==> src/hw/pitaya_settings.svh <==
/*
  Acquisition core settings: bus, converter and PDM widths,
  channel counts and the identification word
*/

`ifndef PITAYA_SETTINGS_SVH
`define PITAYA_SETTINGS_SVH

//////////////////////////////////////////////////
// System bus
//////////////////////////////////////////////////

// Byte address and data word
`define PITAYA_BUS_ADDR_W 16
`define PITAYA_BUS_DATA_W 32
// Top address bits pick one of 16 regions
`define PITAYA_REGION_W 4

//////////////////////////////////////////////////
// Converters
//////////////////////////////////////////////////

// Two ADC inputs, 16-bit raw words
`define PITAYA_ADC_CHN 2
`define PITAYA_ADC_W 16
// 14-bit DAC samples
`define PITAYA_DAC_W 14

//////////////////////////////////////////////////
// PDM outputs
//////////////////////////////////////////////////

`define PITAYA_PDM_CHN 4
`define PITAYA_PDM_W 8
// Accumulator wraps at this value
`define PITAYA_PDM_RANGE 255

// Returned by region 0 index 0
`define PITAYA_ID_WORD 32'h5254_4941

`endif
==> src/hw/pitaya_pkg.sv <==
/*
  Shared types of the acquisition core: data vectors,
  bus request and response structs, decoded items
*/

`default_nettype none

`include "pitaya_settings.svh"

package pitaya_pkg;

  //////////////////////////////////////////////////
  // Plain vectors
  //////////////////////////////////////////////////

  // Bus address and data
  typedef logic [`PITAYA_BUS_ADDR_W-1:0] bus_addr_t;
  typedef logic [`PITAYA_BUS_DATA_W-1:0] bus_data_t;

  // Region number, top address bits
  typedef logic [`PITAYA_REGION_W-1:0] region_t;
  // Register inside a region, word address low bits
  typedef logic [3:0] reg_idx_t;

  // Converter samples, two's complement
  typedef logic signed [`PITAYA_ADC_W-1:0] adc_sample_t;
  typedef logic signed [`PITAYA_DAC_W-1:0] dac_sample_t;

  // PDM level and channel number
  typedef logic [`PITAYA_PDM_W-1:0] pdm_level_t;
  typedef logic [$clog2(`PITAYA_PDM_CHN)-1:0] pdm_idx_t;

  //////////////////////////////////////////////////
  // Bus structs
  //////////////////////////////////////////////////

  // Request from the bus master
  typedef struct packed {
    logic      valid;
    logic      write;
    bus_addr_t addr;
    bus_data_t wdata;
  } bus_req_t;

  // One response per request
  typedef struct packed {
    logic      valid;
    bus_data_t rdata;
  } bus_rsp_t;

  // Read data source
  typedef enum logic [1:0] {
    SEL_ID,
    SEL_PDM,
    SEL_ADC,
    SEL_NONE
  } read_sel_e;

  // Decoder to response stage
  typedef struct packed {
    logic      valid;
    read_sel_e sel;
    reg_idx_t  idx;
  } dec_item_t;

  // Level update, single cycle strobe
  typedef struct packed {
    logic       en;
    pdm_idx_t   idx;
    pdm_level_t level;
  } pdm_wr_t;

  // DAC sample pair stream
  typedef struct packed {
    logic        valid;
    dac_sample_t a;
    dac_sample_t b;
  } dac_pair_t;

endpackage

`default_nettype wire

==> src/hw/pitaya_io_top.sv <==
/*
  Acquisition and generation data path, bus decoder feeding
  PDM and converter units, read responses collected at the end
*/

`timescale 1ns/1ns
`default_nettype none

`include "pitaya_settings.svh"

module pitaya_io_top import pitaya_pkg::*; (
  input  logic                                        adc_clk,
  input  logic                                        top_rst,
  // System bus
  input  bus_req_t                                    req_i,
  output logic                                        req_ready_o,
  output bus_rsp_t                                    rsp_o,
  input  logic                                        rsp_ready_i,
  // ADC raw words
  input  logic [`PITAYA_ADC_CHN-1:0][`PITAYA_ADC_W-1:0] adc_dat_i,
  // DAC stream and outputs
  input  dac_pair_t                                   dac_i,
  output logic                                        dac_ready_o,
  output logic [`PITAYA_DAC_W-1:0]                    dac_a_o,
  output logic [`PITAYA_DAC_W-1:0]                    dac_b_o,
  // Pulse-density outputs
  output logic [`PITAYA_PDM_CHN-1:0]                  pdm_o
);

  //////////////////////////////////////////////////
  // Internal wires
  //////////////////////////////////////////////////

  // Decoded item and its handshake
  dec_item_t dec_item;
  logic      dec_ready;
  // Level write strobe
  pdm_wr_t   pdm_wr;
  // Read path sources
  pdm_level_t  [`PITAYA_PDM_CHN-1:0] pdm_levels;
  adc_sample_t [`PITAYA_ADC_CHN-1:0] adc_samples;

  //////////////////////////////////////////////////
  // Decode
  //////////////////////////////////////////////////

  sys_bus_decode sys_bus_decode_i (
    .adc_clk     (adc_clk),
    .top_rst     (top_rst),
    .req_i       (req_i),
    .req_ready_o (req_ready_o),
    .dec_o       (dec_item),
    .dec_ready_i (dec_ready),
    .pdm_wr_o    (pdm_wr)
  );

  //////////////////////////////////////////////////
  // Execute
  //////////////////////////////////////////////////

  pdm_modulator pdm_modulator_i (
    .adc_clk  (adc_clk),
    .top_rst  (top_rst),
    .pdm_wr_i (pdm_wr),
    .levels_o (pdm_levels),
    .pdm_o    (pdm_o)
  );

  converter_frontend converter_frontend_i (
    .adc_clk     (adc_clk),
    .top_rst     (top_rst),
    .adc_dat_i   (adc_dat_i),
    .samples_o   (adc_samples),
    .dac_i       (dac_i),
    .dac_ready_o (dac_ready_o),
    .dac_a_o     (dac_a_o),
    .dac_b_o     (dac_b_o)
  );

  //////////////////////////////////////////////////
  // Result
  //////////////////////////////////////////////////

  bus_read_mux bus_read_mux_i (
    .adc_clk     (adc_clk),
    .top_rst     (top_rst),
    .dec_i       (dec_item),
    .dec_ready_o (dec_ready),
    .levels_i    (pdm_levels),
    .samples_i   (adc_samples),
    .rsp_o       (rsp_o),
    .rsp_ready_i (rsp_ready_i)
  );

endmodule

`default_nettype wire

==> src/hw/bus_read_mux.sv <==
/*
  Read response stage: picks read data by source and index,
  registers one response and holds it under back-pressure
*/

`timescale 1ns/1ns
`default_nettype none

`include "pitaya_settings.svh"

module bus_read_mux import pitaya_pkg::*; (
  input  logic                               adc_clk,
  input  logic                               top_rst,
  input  dec_item_t                          dec_i,
  output logic                               dec_ready_o,
  input  pdm_level_t  [`PITAYA_PDM_CHN-1:0] levels_i,
  input  adc_sample_t [`PITAYA_ADC_CHN-1:0] samples_i,
  output bus_rsp_t                           rsp_o,
  input  logic                               rsp_ready_i
);

  // Index bits that address a channel
  localparam int unsigned PDM_IDX_W = $clog2(`PITAYA_PDM_CHN);
  localparam int unsigned ADC_IDX_W = $clog2(`PITAYA_ADC_CHN);

  // Response register
  logic      rsp_vld_q;
  bus_data_t rsp_data_q;
  // Selected read word
  bus_data_t rd_data;

  //////////////////////////////////////////////////
  // Read data select
  //////////////////////////////////////////////////

  always_comb begin
    rd_data = '0;
    case (dec_i.sel)
      SEL_ID: begin
        if (dec_i.idx == '0) begin
          rd_data = `PITAYA_ID_WORD;
        end
      end
      SEL_PDM: begin
        // Levels zero-extended
        if (dec_i.idx < reg_idx_t'(`PITAYA_PDM_CHN)) begin
          rd_data = bus_data_t'(levels_i[dec_i.idx[PDM_IDX_W-1:0]]);
        end
      end
      SEL_ADC: begin
        // Concatenation keeps the sample unsigned
        if (dec_i.idx < reg_idx_t'(`PITAYA_ADC_CHN)) begin
          rd_data = {{(`PITAYA_BUS_DATA_W-`PITAYA_ADC_W){1'b0}},
                     samples_i[dec_i.idx[ADC_IDX_W-1:0]]};
        end
      end
      // Writes and unmapped regions
      default: rd_data = '0;
    endcase
  end

  //////////////////////////////////////////////////
  // Response register
  //////////////////////////////////////////////////

  // Empty, or current response taken this edge
  assign dec_ready_o = !rsp_vld_q || rsp_ready_i;

  always_ff @(posedge adc_clk or posedge top_rst) begin
    if (top_rst) begin
      rsp_vld_q <= 1'b0;
    end else if (dec_ready_o) begin
      rsp_vld_q <= dec_i.valid;
    end
  end

  always_ff @(posedge adc_clk) begin
    if (dec_ready_o && dec_i.valid) begin
      rsp_data_q <= rd_data;
    end
  end

  assign rsp_o.valid = rsp_vld_q;
  assign rsp_o.rdata = rsp_data_q;

  // Stalled response stays put
  a_rsp_stable: assert property (
    @(posedge adc_clk) disable iff (top_rst)
    (rsp_o.valid && !rsp_ready_i) |=> $stable(rsp_o)
  );

endmodule

`default_nettype wire

==> src/hw/converter_frontend.sv <==
/*
  Converter front end, ADC capture into two's complement and
  DAC pair acceptance back into offset code, both negative slope
*/

`timescale 1ns/1ns
`default_nettype none

`include "pitaya_settings.svh"

module converter_frontend import pitaya_pkg::*; (
  input  logic                                        adc_clk,
  input  logic                                        top_rst,
  // ADC side
  input  logic [`PITAYA_ADC_CHN-1:0][`PITAYA_ADC_W-1:0] adc_dat_i,
  output adc_sample_t [`PITAYA_ADC_CHN-1:0]           samples_o,
  // DAC side
  input  dac_pair_t                                   dac_i,
  output logic                                        dac_ready_o,
  output logic [`PITAYA_DAC_W-1:0]                    dac_a_o,
  output logic [`PITAYA_DAC_W-1:0]                    dac_b_o
);

  // Mid-scale code, MSB set
  localparam logic [`PITAYA_DAC_W-1:0] DAC_RST = {1'b1, {(`PITAYA_DAC_W-1){1'b0}}};

  // Raw ADC words, one per channel
  logic [`PITAYA_ADC_CHN-1:0][`PITAYA_ADC_W-1:0] adc_raw_q;
  // Ready once out of reset
  logic dac_rdy_q;
  logic dac_load;

  //////////////////////////////////////////////////
  // ADC capture
  //////////////////////////////////////////////////

  // Single input register stage
  always_ff @(posedge adc_clk) begin
    adc_raw_q <= adc_dat_i;
  end

  // Keep sign, flip magnitude bits
  for (genvar ch = 0; ch < `PITAYA_ADC_CHN; ch++) begin : g_adc
    assign samples_o[ch] = {adc_raw_q[ch][`PITAYA_ADC_W-1],
                            ~adc_raw_q[ch][`PITAYA_ADC_W-2:0]};
  end

  //////////////////////////////////////////////////
  // DAC acceptance
  //////////////////////////////////////////////////

  always_ff @(posedge adc_clk or posedge top_rst) begin
    if (top_rst) begin
      dac_rdy_q <= 1'b0;
    end else begin
      dac_rdy_q <= 1'b1;
    end
  end

  assign dac_ready_o = dac_rdy_q;
  assign dac_load    = dac_i.valid && dac_rdy_q;

  // Signed back to offset code, same bit flip
  always_ff @(posedge adc_clk or posedge top_rst) begin
    if (top_rst) begin
      dac_a_o <= DAC_RST;
      dac_b_o <= DAC_RST;
    end else if (dac_load) begin
      dac_a_o <= {dac_i.a[`PITAYA_DAC_W-1], ~dac_i.a[`PITAYA_DAC_W-2:0]};
      dac_b_o <= {dac_i.b[`PITAYA_DAC_W-1], ~dac_i.b[`PITAYA_DAC_W-2:0]};
    end
  end

endmodule

`default_nettype wire

==> src/hw/pdm_modulator.sv <==
/*
  Four PDM channels, level registers written over the bus and
  first-order accumulators driving the registered outputs
*/

`timescale 1ns/1ns
`default_nettype none

`include "pitaya_settings.svh"

module pdm_modulator import pitaya_pkg::*; (
  input  logic                              adc_clk,
  input  logic                              top_rst,
  input  pdm_wr_t                           pdm_wr_i,
  output pdm_level_t [`PITAYA_PDM_CHN-1:0] levels_o,
  output logic       [`PITAYA_PDM_CHN-1:0] pdm_o
);

  // Sum needs one carry bit over the level
  localparam int unsigned SUM_W = `PITAYA_PDM_W + 1;
  localparam logic [SUM_W-1:0] RANGE = SUM_W'(`PITAYA_PDM_RANGE);

  // Bus visible levels
  pdm_level_t [`PITAYA_PDM_CHN-1:0] level_q;
  // Running remainder per channel
  pdm_level_t [`PITAYA_PDM_CHN-1:0] acc_q;

  assign levels_o = level_q;

  //////////////////////////////////////////////////
  // Level registers
  //////////////////////////////////////////////////

  always_ff @(posedge adc_clk or posedge top_rst) begin
    if (top_rst) begin
      level_q <= '0;
    end else if (pdm_wr_i.en) begin
      level_q[pdm_wr_i.idx] <= pdm_wr_i.level;
    end
  end

  //////////////////////////////////////////////////
  // Accumulators
  //////////////////////////////////////////////////

  for (genvar ch = 0; ch < `PITAYA_PDM_CHN; ch++) begin : g_chn
    logic [SUM_W-1:0] sum;

    assign sum = {1'b0, acc_q[ch]} + {1'b0, level_q[ch]};

    // Overflow past the range emits a pulse
    always_ff @(posedge adc_clk or posedge top_rst) begin
      if (top_rst) begin
        acc_q[ch] <= '0;
        pdm_o[ch] <= 1'b0;
      end else if (sum >= RANGE) begin
        acc_q[ch] <= pdm_level_t'(sum - RANGE);
        pdm_o[ch] <= 1'b1;
      end else begin
        acc_q[ch] <= pdm_level_t'(sum);
        pdm_o[ch] <= 1'b0;
      end
    end

    // Remainder never reaches the modulus
    a_acc_range: assert property (
      @(posedge adc_clk) disable iff (top_rst)
      ({1'b0, acc_q[ch]} < RANGE)
    );
  end

endmodule

`default_nettype wire

==> src/hw/sys_bus_decode.sv <==
/*
  Bus request stage: one registered request, split into region
  and register index, with a level strobe for PDM writes
*/

`timescale 1ns/1ns
`default_nettype none

`include "pitaya_settings.svh"

module sys_bus_decode import pitaya_pkg::*; (
  input  logic      adc_clk,
  input  logic      top_rst,
  input  bus_req_t  req_i,
  output logic      req_ready_o,
  output dec_item_t dec_o,
  input  logic      dec_ready_i,
  output pdm_wr_t   pdm_wr_o
);

  // Region map
  localparam region_t REGION_ID  = region_t'(0);
  localparam region_t REGION_PDM = region_t'(1);
  localparam region_t REGION_ADC = region_t'(2);

  // Held item
  logic       item_vld_q;
  read_sel_e  item_sel_q;
  reg_idx_t   item_idx_q;
  // Pending level write carried with the item
  logic       pdm_hit_q;
  pdm_level_t pdm_level_q;

  // Fields of the incoming request
  region_t    req_region;
  reg_idx_t   req_idx;
  read_sel_e  req_sel;
  logic       req_pdm_hit;
  logic       req_load;

  //////////////////////////////////////////////////
  // Address split
  //////////////////////////////////////////////////

  assign req_region = req_i.addr[`PITAYA_BUS_ADDR_W-1 -: `PITAYA_REGION_W];
  // Word addressed, byte bits dropped
  assign req_idx = req_i.addr[2 +: $bits(reg_idx_t)];

  // Writes read back nothing
  always_comb begin
    if (req_i.write) begin
      req_sel = SEL_NONE;
    end else begin
      case (req_region)
        REGION_ID:  req_sel = SEL_ID;
        REGION_PDM: req_sel = SEL_PDM;
        REGION_ADC: req_sel = SEL_ADC;
        default:    req_sel = SEL_NONE;
      endcase
    end
  end

  // Only level registers take writes
  assign req_pdm_hit = req_i.write && (req_region == REGION_PDM) &&
                       (req_idx < reg_idx_t'(`PITAYA_PDM_CHN));

  //////////////////////////////////////////////////
  // Item register
  //////////////////////////////////////////////////

  // Free slot, or the held item leaves this edge
  assign req_ready_o = !item_vld_q || dec_ready_i;
  assign req_load    = req_ready_o && req_i.valid;

  always_ff @(posedge adc_clk or posedge top_rst) begin
    if (top_rst) begin
      item_vld_q <= 1'b0;
    end else if (req_ready_o) begin
      item_vld_q <= req_i.valid;
    end
  end

  // Payload follows the valid bit
  always_ff @(posedge adc_clk) begin
    if (req_load) begin
      item_sel_q  <= req_sel;
      item_idx_q  <= req_idx;
      pdm_hit_q   <= req_pdm_hit;
      pdm_level_q <= req_i.wdata[`PITAYA_PDM_W-1:0];
    end
  end

  assign dec_o.valid = item_vld_q;
  assign dec_o.sel   = item_sel_q;
  assign dec_o.idx   = item_idx_q;

  // Strobe on the hand-over edge only
  assign pdm_wr_o.en    = item_vld_q && dec_ready_i && pdm_hit_q;
  assign pdm_wr_o.idx   = item_idx_q[$bits(pdm_idx_t)-1:0];
  assign pdm_wr_o.level = pdm_level_q;

  // Held item must not move until taken
  a_dec_stable: assert property (
    @(posedge adc_clk) disable iff (top_rst)
    (dec_o.valid && !dec_ready_i) |=> $stable(dec_o)
  );

endmodule

`default_nettype wire

==> config.mk <==
export PLATFORM = sky130hd
export DESIGN_NAME = pitaya_io_top
export DESIGN_NICKNAME = d
export VERILOG_FILES = /design/src/hw/pitaya_pkg.sv /design/src/hw/pitaya_io_top.sv /design/src/hw/bus_read_mux.sv /design/src/hw/converter_frontend.sv /design/src/hw/pdm_modulator.sv /design/src/hw/sys_bus_decode.sv
export VERILOG_INCLUDE_DIRS = /design/src /design/src/hw
export SDC_FILE = /design/constraint.sdc
export NUM_CORES = 1
export LEC_CHECK = 0
export BUFFER_PORTS_ARGS = -buffer_cell sky130_fd_sc_hd__buf_2
export CAP_MARGIN = 20
export CORE_ASPECT_RATIO = 0.6
export CORE_MARGIN = 2
export CORE_UTILIZATION = 50
export CTS_CLUSTER_SIZE = 28
export DETAILED_ROUTE_END_ITERATION = 10
export GPL_ROUTABILITY_DRIVEN = 0
export HOLD_SLACK_MARGIN = 0.15
export PLACE_DENSITY = 0.74
export SLEW_MARGIN = 20
export SYNTH_ARGS = -nofsm -noshare
export SYNTH_HDL_FRONTEND = slang
export SYNTH_HIERARCHICAL = 1
export SYNTH_SLANG_ARGS = --single-unit
==> constraint.sdc <==
create_clock -name adc_clk -period 5.4 [get_ports adc_clk]
set_input_delay 1.08 -clock adc_clk [delete_from_list [all_inputs] [get_ports adc_clk]]
set_output_delay 1.08 -clock adc_clk [all_outputs]
set_load 0.03 [all_outputs]
== Word level (Yosys, flattened, before mapping) ==
Index checks and enable logic that the tools add are counted.

* Register bits: 178
* Output and inout port bits: 67

* Add/subtract/negate cells: 8
* Magnitude comparators: 10
* Equality and inequality tests: 4
* Muxes and demuxes: 20
* Bitwise logic cells: 4
* Reduce and logical (&&, ||, !) cells: 14

{| class="wikitable"
|+ Operators by type and width
! operator !! number
|-
| case mux 32 bit (3 select lines) || 1
|-
| two-way mux 8 bit || 7
|-
| two-way mux 16 bit || 3
|-
| adder 8 x 8 -> 9 bit || 4
|-
| greater-or-equal comparator 9 x 8 -> 1 bit (second input constant) || 4
|-
| bitwise mux 32 bit || 1
|-
| subtractor 8 bit (second input constant) || 4
|-
| two-way mux 31 bit || 1
|-
| NOT 15 bit || 2
|-
| NOT 13 bit || 2
|-
| binary-select mux 8 bit (select 2 bit) || 1
|-
| demux 8 bit (select 2 bit) || 1
|-
| zero test 4 bit || 2
|-
| less-than comparator 4 x 3 -> 1 bit (second input constant) || 2
|-
| logical AND 1 bit || 7
|-
| case mux 2 bit (3 select lines) || 1
|-
| equality test 4 x 1 -> 1 bit (second input constant) || 1
|-
| equality test 4 x 2 -> 1 bit (second input constant) || 1
|-
| less-than comparator 4 x 2 -> 1 bit (second input constant) || 1
|-
| two-way mux 1 bit || 4
|-
| less-than comparator 2 x 3 -> 1 bit (second input constant) || 1
|-
| equality test 2 x 1 -> 1 bit (second input constant) || 1
|-
| equality test 2 bit (second input constant) || 1
|-
| greater-or-equal comparator 2 x 1 -> 1 bit (second input constant) || 1
|-
| 4 further kinds || 6
|}

== Logic depth before layout (Yosys ltp) ==
* Word-level depth: 5
* Gate-level depth with buffers: 9

== Modules after synthesis ==
Netlist, hierarchy kept.

{| class="wikitable"
|+ By module, submodules not included
! module !! instances !! cells each !! area an instance (µm²) !! seq. area each (µm²)
|-
| pdm_modulator || 1 || 449 || 4753.3 || 1701.6
|-
| converter_frontend || 1 || 158 || 1933.1 || 1368.8
|-
| bus_read_mux || 1 || 99 || 1252.5 || 535.5
|-
| sys_bus_decode || 1 || 29 || 576.8 || 475.5
|}

== Worst setup path before layout ==
Ideal clock, no wire load.

* Path type: input to output
* From: input port rsp_ready_i
* To: output port req_ready_o
* Arrival: 1.531 ns
* Data required time: 4.320 ns
* Path slack: 2.789 ns
* Stages: 2
* Path buffers: 0
* Path through: nand2b_1 > nand2b_1

* Longest elaborated chain between the ends: 2

{| class="wikitable"
|+ Ends and longest elaborated chain
! element !! RTL line !! text
|-
| from (decl) || pitaya_io_top.sv:18 || <nowiki>input logic rsp_ready_i,</nowiki>
|-
| logical OR 1 bit || bus_read_mux.sv:67 || <nowiki>assign dec_ready_o = !rsp_vld_q || rsp_ready_i;</nowiki>
|-
| logical OR 1 bit || sys_bus_decode.sv:72 || <nowiki>assign req_ready_o = !item_vld_q || dec_ready_i;</nowiki>
|-
| to (decl) || pitaya_io_top.sv:16 || <nowiki>output logic req_ready_o,</nowiki>
|}

Every way passes these cells.

== Worst setup path after layout ==
* From: register pdm_modulator_i.level_q, in the netlist pdm_modulator_i/levels_o[16]
* To: register pdm_modulator_i/acc_q[17] in the netlist's numbering

* Longest elaborated chain between the ends: 3

{| class="wikitable"
|+ Ends and longest elaborated chain
! element !! RTL line !! text
|-
| from (decl) || pdm_modulator.sv:24 || <nowiki>pdm_level_t [`PITAYA_PDM_CHN-1:0] level_q;</nowiki>
|-
| from (signal, indexed assignment) || pdm_modulator.sv:38 || <nowiki>level_q[pdm_wr_i.idx] <= pdm_wr_i.level;</nowiki>
|-
| adder 8 x 8 -> 9 bit (*) || pdm_modulator.sv:49 || <nowiki>assign sum = {1'b0, acc_q[ch]} + {1'b0, level_q[ch]};</nowiki>
|-
| subtractor 8 bit / greater-or-equal comparator 9 x 8 -> 1 bit (equally long branches) || pdm_modulator.sv:57, pdm_modulator.sv:56 ||
|-
| two-way mux 8 bit (*) || pdm_modulator.sv:56 || <nowiki>end else if (sum >= RANGE) begin</nowiki>
|-
| to (signal, indexed assignment) || pdm_modulator.sv:57 || <nowiki>acc_q[ch] <= pdm_level_t'(sum - RANGE);</nowiki>
|-
| to (signal, indexed assignment) || pdm_modulator.sv:60 || <nowiki>acc_q[ch] <= pdm_level_t'(sum);</nowiki>
|-
| to (decl) || pdm_modulator.sv:26 || <nowiki>pdm_level_t [`PITAYA_PDM_CHN-1:0] acc_q;</nowiki>
|}

Mark *: on every way between the ends. The rest lies on a longest branch, timed or not.
A chain may end at the register's enable or synchronous reset.

==> impl.org <==
** Routing
- Violation count after the first detailed-route iteration :: 341
- Wire segments on met3 add up to 1.52 mm in the final route.
- After detailed routing, the number of vias per cell comes to 5.48.
- Dividing the detail-routed wire length by the instance count gives 16.7 µm.
- Antenna viol nets, final :: 0
- # DRC :: 0
- After detailed routing, the wire length on met1 is 8.97 mm.
- Wire length after detailed routing :: 18.5 mm
- Uppermost layer routed :: met4
- Met2 routed wirelength :: 7.83 mm
- Vias after detailed routing :: 6059
- The pre-antenna-repair detailed-routing pass consisted of 5 iterations.

** Cells and area
- 0 antenna diodes ended up in the layout.
- The layout has 1329 filler cells.
- Commonest cells after routing, fill and taps aside :: sky130_fd_sc_hd__buf_2 (138), sky130_fd_sc_hd__dfrtp_1 (97), sky130_fd_sc_hd__inv_1 (67), sky130_fd_sc_hd__a21oi_1 (41), sky130_fd_sc_hd__ha_1 (36)
- At the end of the flow the core is filled with cells to 59.9%.
- The library cell used most frequently in the layout, excluding fill and tap cells, is sky130_fd_sc_hd__buf_2.
- The area growth from synthesis to layout is 15.7%.
- FF/Latch Area :: 0.00408 mm²
- In the final layout, the multi-input gates occupy 0.00390 mm².
- In the final design database the tool counted 1018 nets.
- Fraction of final layout cells sized beyond drive strength 1 :: 30.3%

** Synth
- Counting every instance in the synthesized netlist gives 735.
- Biggest area contributors in the synthesized netlist :: sky130_fd_sc_hd__dfrtp_1 (29%), sky130_fd_sc_hd__edfxtp_1 (11%), sky130_fd_sc_hd__dfxtp_1 (7.5%)
- Number of enable flip-flop cells after synthesis :: 32
- Counting flops and latches in the post-synthesis netlist gives 163.
- Post-synthesis cell type with the largest combined area :: sky130_fd_sc_hd__dfrtp_1
- The synthesized netlist occupies a cell area of 0.00852 mm².
- Share of the synthesized area in the top cell type :: 28.5%
- Yosys printed 6 warnings.
- Yosys mapped the design onto 87 distinct sky130hd cell types.
- Post-Syn Area per Cell :: 11.6 µm²
- Fraction of the yosys area taken by sequential cells :: 47.9%
- FFs w/ async S/R, synth :: 60.7%
- Most used flip-flop cell after synthesis :: sky130_fd_sc_hd__dfrtp_1

** Worst setup path
- Worst stage delay on the critical path :: 0.67 ns
- Cells traversed along the worst timing path :: ha_1, fa_1, a21oi_1, o2111ai_1, a21oi_1, o31ai_4, mux2_4
- Category of the worst setup path capture point :: register
- Grouping stages by cell kind, the critical path spends the most delay in compound AO/OA/AOI/OAI gates.
- Top cell by count, worst path :: sky130_fd_sc_hd__a21oi_1
- At the worst endpoint, the required time is 5.71 ns.
- Element type at the critical path start :: register
- Critical path buffer and inverter count :: 0
- The critical path in this run is classified as register to register.
- Biggest fanout along the worst timing path :: 11
- Slowest CP cell :: sky130_fd_sc_hd__a21oi_1
- Data on the critical path arrives at its endpoint at 3.25 ns.

** Floorplanning
- Measured along the x axis, the die boundary spans 172 µm.
- For this configuration, the core starts out at a cell density of 51.8%.
- After floorplanning, the core was divided into 36 placement rows.
- The floorplan step set the die height to 105 µm.
- Die ar. :: 0.0181 mm²
- The core region is 0.0164 mm².
- Count of pins on the block boundary :: 181

** Place
- Before CTS, the worst setup slack after placement is 2.46 ns.
- The wire-length estimate of the detail-placed layout is 13.5 mm.
- In this run the tool buffered the top-level ports with 138 buffer cells.

** Timing
- Max-slew headroom at the worst pin :: 38.9%
- Total count of max-transition violations in the final report :: 0
- Setup slack on the critical path of the routed design comes to 2.46 ns.
- Final Hold Fails :: 0
- Timing would allow up to 340 MHz.
- Unrepaired setup endpoints after global routing :: false
- The final critical path takes up 54.5% of the cycle.
- In the final timing run, aggregate negative setup slack is 0 ns.
- On the final layout, the worst clock skew is 0.0161 ns.
- Setup violations remaining at the end of the flow were counted as 0.
- Actual slew at the worst max-slew pin :: 0.917 ns
- Tmin final :: 2.94 ns

** Clocking
- In this run the number of H-tree levels came out at 4.
- No sink is reached through more buffers than the 2 on the longest clock path.
- The tree built by TritonCTS fans out to 163 sinks.
- In this run the clock root is driven by a sky130_fd_sc_hd__clkbuf_16.
- Number of buffers added to fix hold violations after cts :: 0
- Post-CTS timing repair inserted 0 buffers for setup.
- CTS tree :: built
- Clock-pin slew of the registers on the worst-case setup and hold paths :: 0.07 ns
- Clock insertion delay at the later pin of the skew report :: 0.42 ns
- CTS resizes :: 0
- Counting the buffers created by CTS gives 17.

** Global route
- Global-route congestion overflow total :: 0
- Antenna violations before repair :: 1
- Entering global routing, the biggest net connects 44 pins.
- Wire length of the first global-routing pass :: 29.6 mm
- GR Util All Layers :: 21.1%
- Via count of the first global-routing pass :: 5788

** Power and ir drop
- For this design the ratio of total power to cell area is 624 mW/mm².
- Total power consumption of the routed design :: 6.15 mW
- In this run the static leakage power is 4.56 nW.
- VDD IR max :: 436 µV

** Flow run
- Count of max-cap constraint violations :: 0

** Status
- The flow ran to the end, and the final reports show no timing, DRC or antenna violations.

** Worst hold path
- The worst hold path belongs to the class register to register.
==> power breakdown <==
part           switching [mW]  internal [mW]  leakage (nW)
Sequential              0.176           1.54          1.73
Combinational            1.96           1.26          2.54
Clock                   0.527          0.691         0.295
Total                    2.66           3.49          4.56
==> flip-flops by register name (all words and copies together), names as in the netlist <==
name,flops
bus_read_mux_i/rsp_data_q,17
converter_frontend_i/dac_a_o,14
sys_bus_decode_i/item_sel_q,2
sys_bus_decode_i/pdm_level_q,8
sys_bus_decode_i/item_idx_q,4
pdm_modulator_i/pdm_o,4
sys_bus_decode_i/pdm_hit_q,1
pdm_modulator_i/levels_o,32
converter_frontend_i/dac_b_o,14
converter_frontend_i/dac_ready_o,1
converter_frontend_i/adc_raw_q,30
converter_frontend_i/samples_o,2
pdm_modulator_i/acc_q,32
bus_read_mux_i/rsp_vld_q,1
sys_bus_decode_i/item_vld_q,1
==> cell usage after synthesis (all sizes together) (3+ instances only) <==
| cell | instances |
|---|---|
| a211oi | 8 |
| a21o | 10 |
| a21oi | 53 |
| a31oi | 3 |
| and2 | 4 |
| and3 | 3 |
| buf | 37 |
| clkbuf | 3 |
| dfrtp | 97 |
| dfxtp | 32 |
| edfxtp | 32 |
| fa | 4 |
| ha | 36 |
| inv | 69 |
| mux2 | 39 |
| mux2i | 34 |
| mux4 | 8 |
| nand2 | 34 |
| nand2b | 10 |
| nand3 | 26 |
| nand3b | 4 |
| nand4 | 3 |
| nor2 | 34 |
| nor2b | 3 |
| nor3 | 15 |
| nor3b | 3 |
| nor4 | 4 |
| o2111ai | 5 |
| o211a | 4 |
| o211ai | 7 |
| o21a | 6 |
| o21ai | 19 |
| o21bai | 4 |
| o22ai | 7 |
| o31ai | 7 |
| or2 | 5 |
| or3 | 8 |
| xnor2 | 9 |
| xor2 | 13 |
==> worst register-to-register path: stages (launching register included) <==
cell and delay (ns):
sky130_fd_sc_hd__dfrtp_1 0.45, sky130_fd_sc_hd__ha_1 0.26, sky130_fd_sc_hd__fa_1 0.43, sky130_fd_sc_hd__a21oi_1 0.30
sky130_fd_sc_hd__o2111ai_1 0.18, sky130_fd_sc_hd__a21oi_1 0.67, sky130_fd_sc_hd__o31ai_4 0.21, sky130_fd_sc_hd__mux2_4 0.34
==> metrics by stage <==
step                      instance area (µm²)  instances  hold slack, ns
after detailed placement                 9230       1072           0.487
after CTS                                9830       1104           0.499
after global routing                     9850       1105           0.501
after floorplan                          8550        744           0.496
final                                    9850       1105           0.501
after global placement                   9230       1072           0.484
==> final cells by class <==
type / instances / share of cell area (%)
Multi-Input combinational cell: 472 / 39.5
Timing Repair Buffer: 141 / 7.42
Inverter: 69 / 2.63
Clock inverter: 13 / 1.37
Sequential cell: 163 / 41.4
Tap cell: 228 / 2.90
Clock buffer: 19 / 4.71
==> kinds of logic (layout without fill, tap and decap cells) <==
family,count (synthesis),after routing,share of synthesized area [%]
xor gates and xnor gates,22,22,2.97
buffers and inverters,109,242,6.71
muxes,81,81,11.7
adders and majority gates,40,40,6.23
AOI/OAI and AO/OA,154,154,13.9
DFF,163,163,47.9
other,2,11,0.0882
and+or+nand+nor,164,164,10.5
==> final timing paths <==
| path | startpoint | endpoint | slack, ns | cells past startpoint |
|---|---|---|---|---|
| setup reg to reg | pdm_modulator_i/levels_o[16]$_DFFE_PP0P_ | pdm_modulator_i/acc_q[17]$_DFF_PP0_ | 2.46 | 7 |
| max in group asynchronous | top_rst | pdm_modulator_i/levels_o[16]$_DFFE_PP0P_ | 3.67 | 3 |
| hold reg to reg | sys_bus_decode_i/item_vld_q$_DFFE_PP0P_ | bus_read_mux_i/rsp_vld_q$_DFFE_PP0N_ | 0.50 | 1 |
| min in group asynchronous | top_rst | bus_read_mux_i/rsp_vld_q$_DFFE_PP0N_ | 0.51 | 2 |
| hold / removal | sys_bus_decode_i/item_vld_q$_DFFE_PP0P_ | bus_read_mux_i/rsp_vld_q$_DFFE_PP0N_ | 0.50 | 1 |
| setup / recovery | pdm_modulator_i/levels_o[16]$_DFFE_PP0P_ | pdm_modulator_i/acc_q[17]$_DFF_PP0_ | 2.46 | 7 |
==> routing by layer <==
layer / vias to the layer above / track usage, %
li1: 2881 / -
met2: 219 / 30.3
met5: - / 0
met4: 0 / 4.98
met1: 2937 / 31.4
met3: 22 / 5.91
No activity file was read; power rests on OpenSTA's default activity.
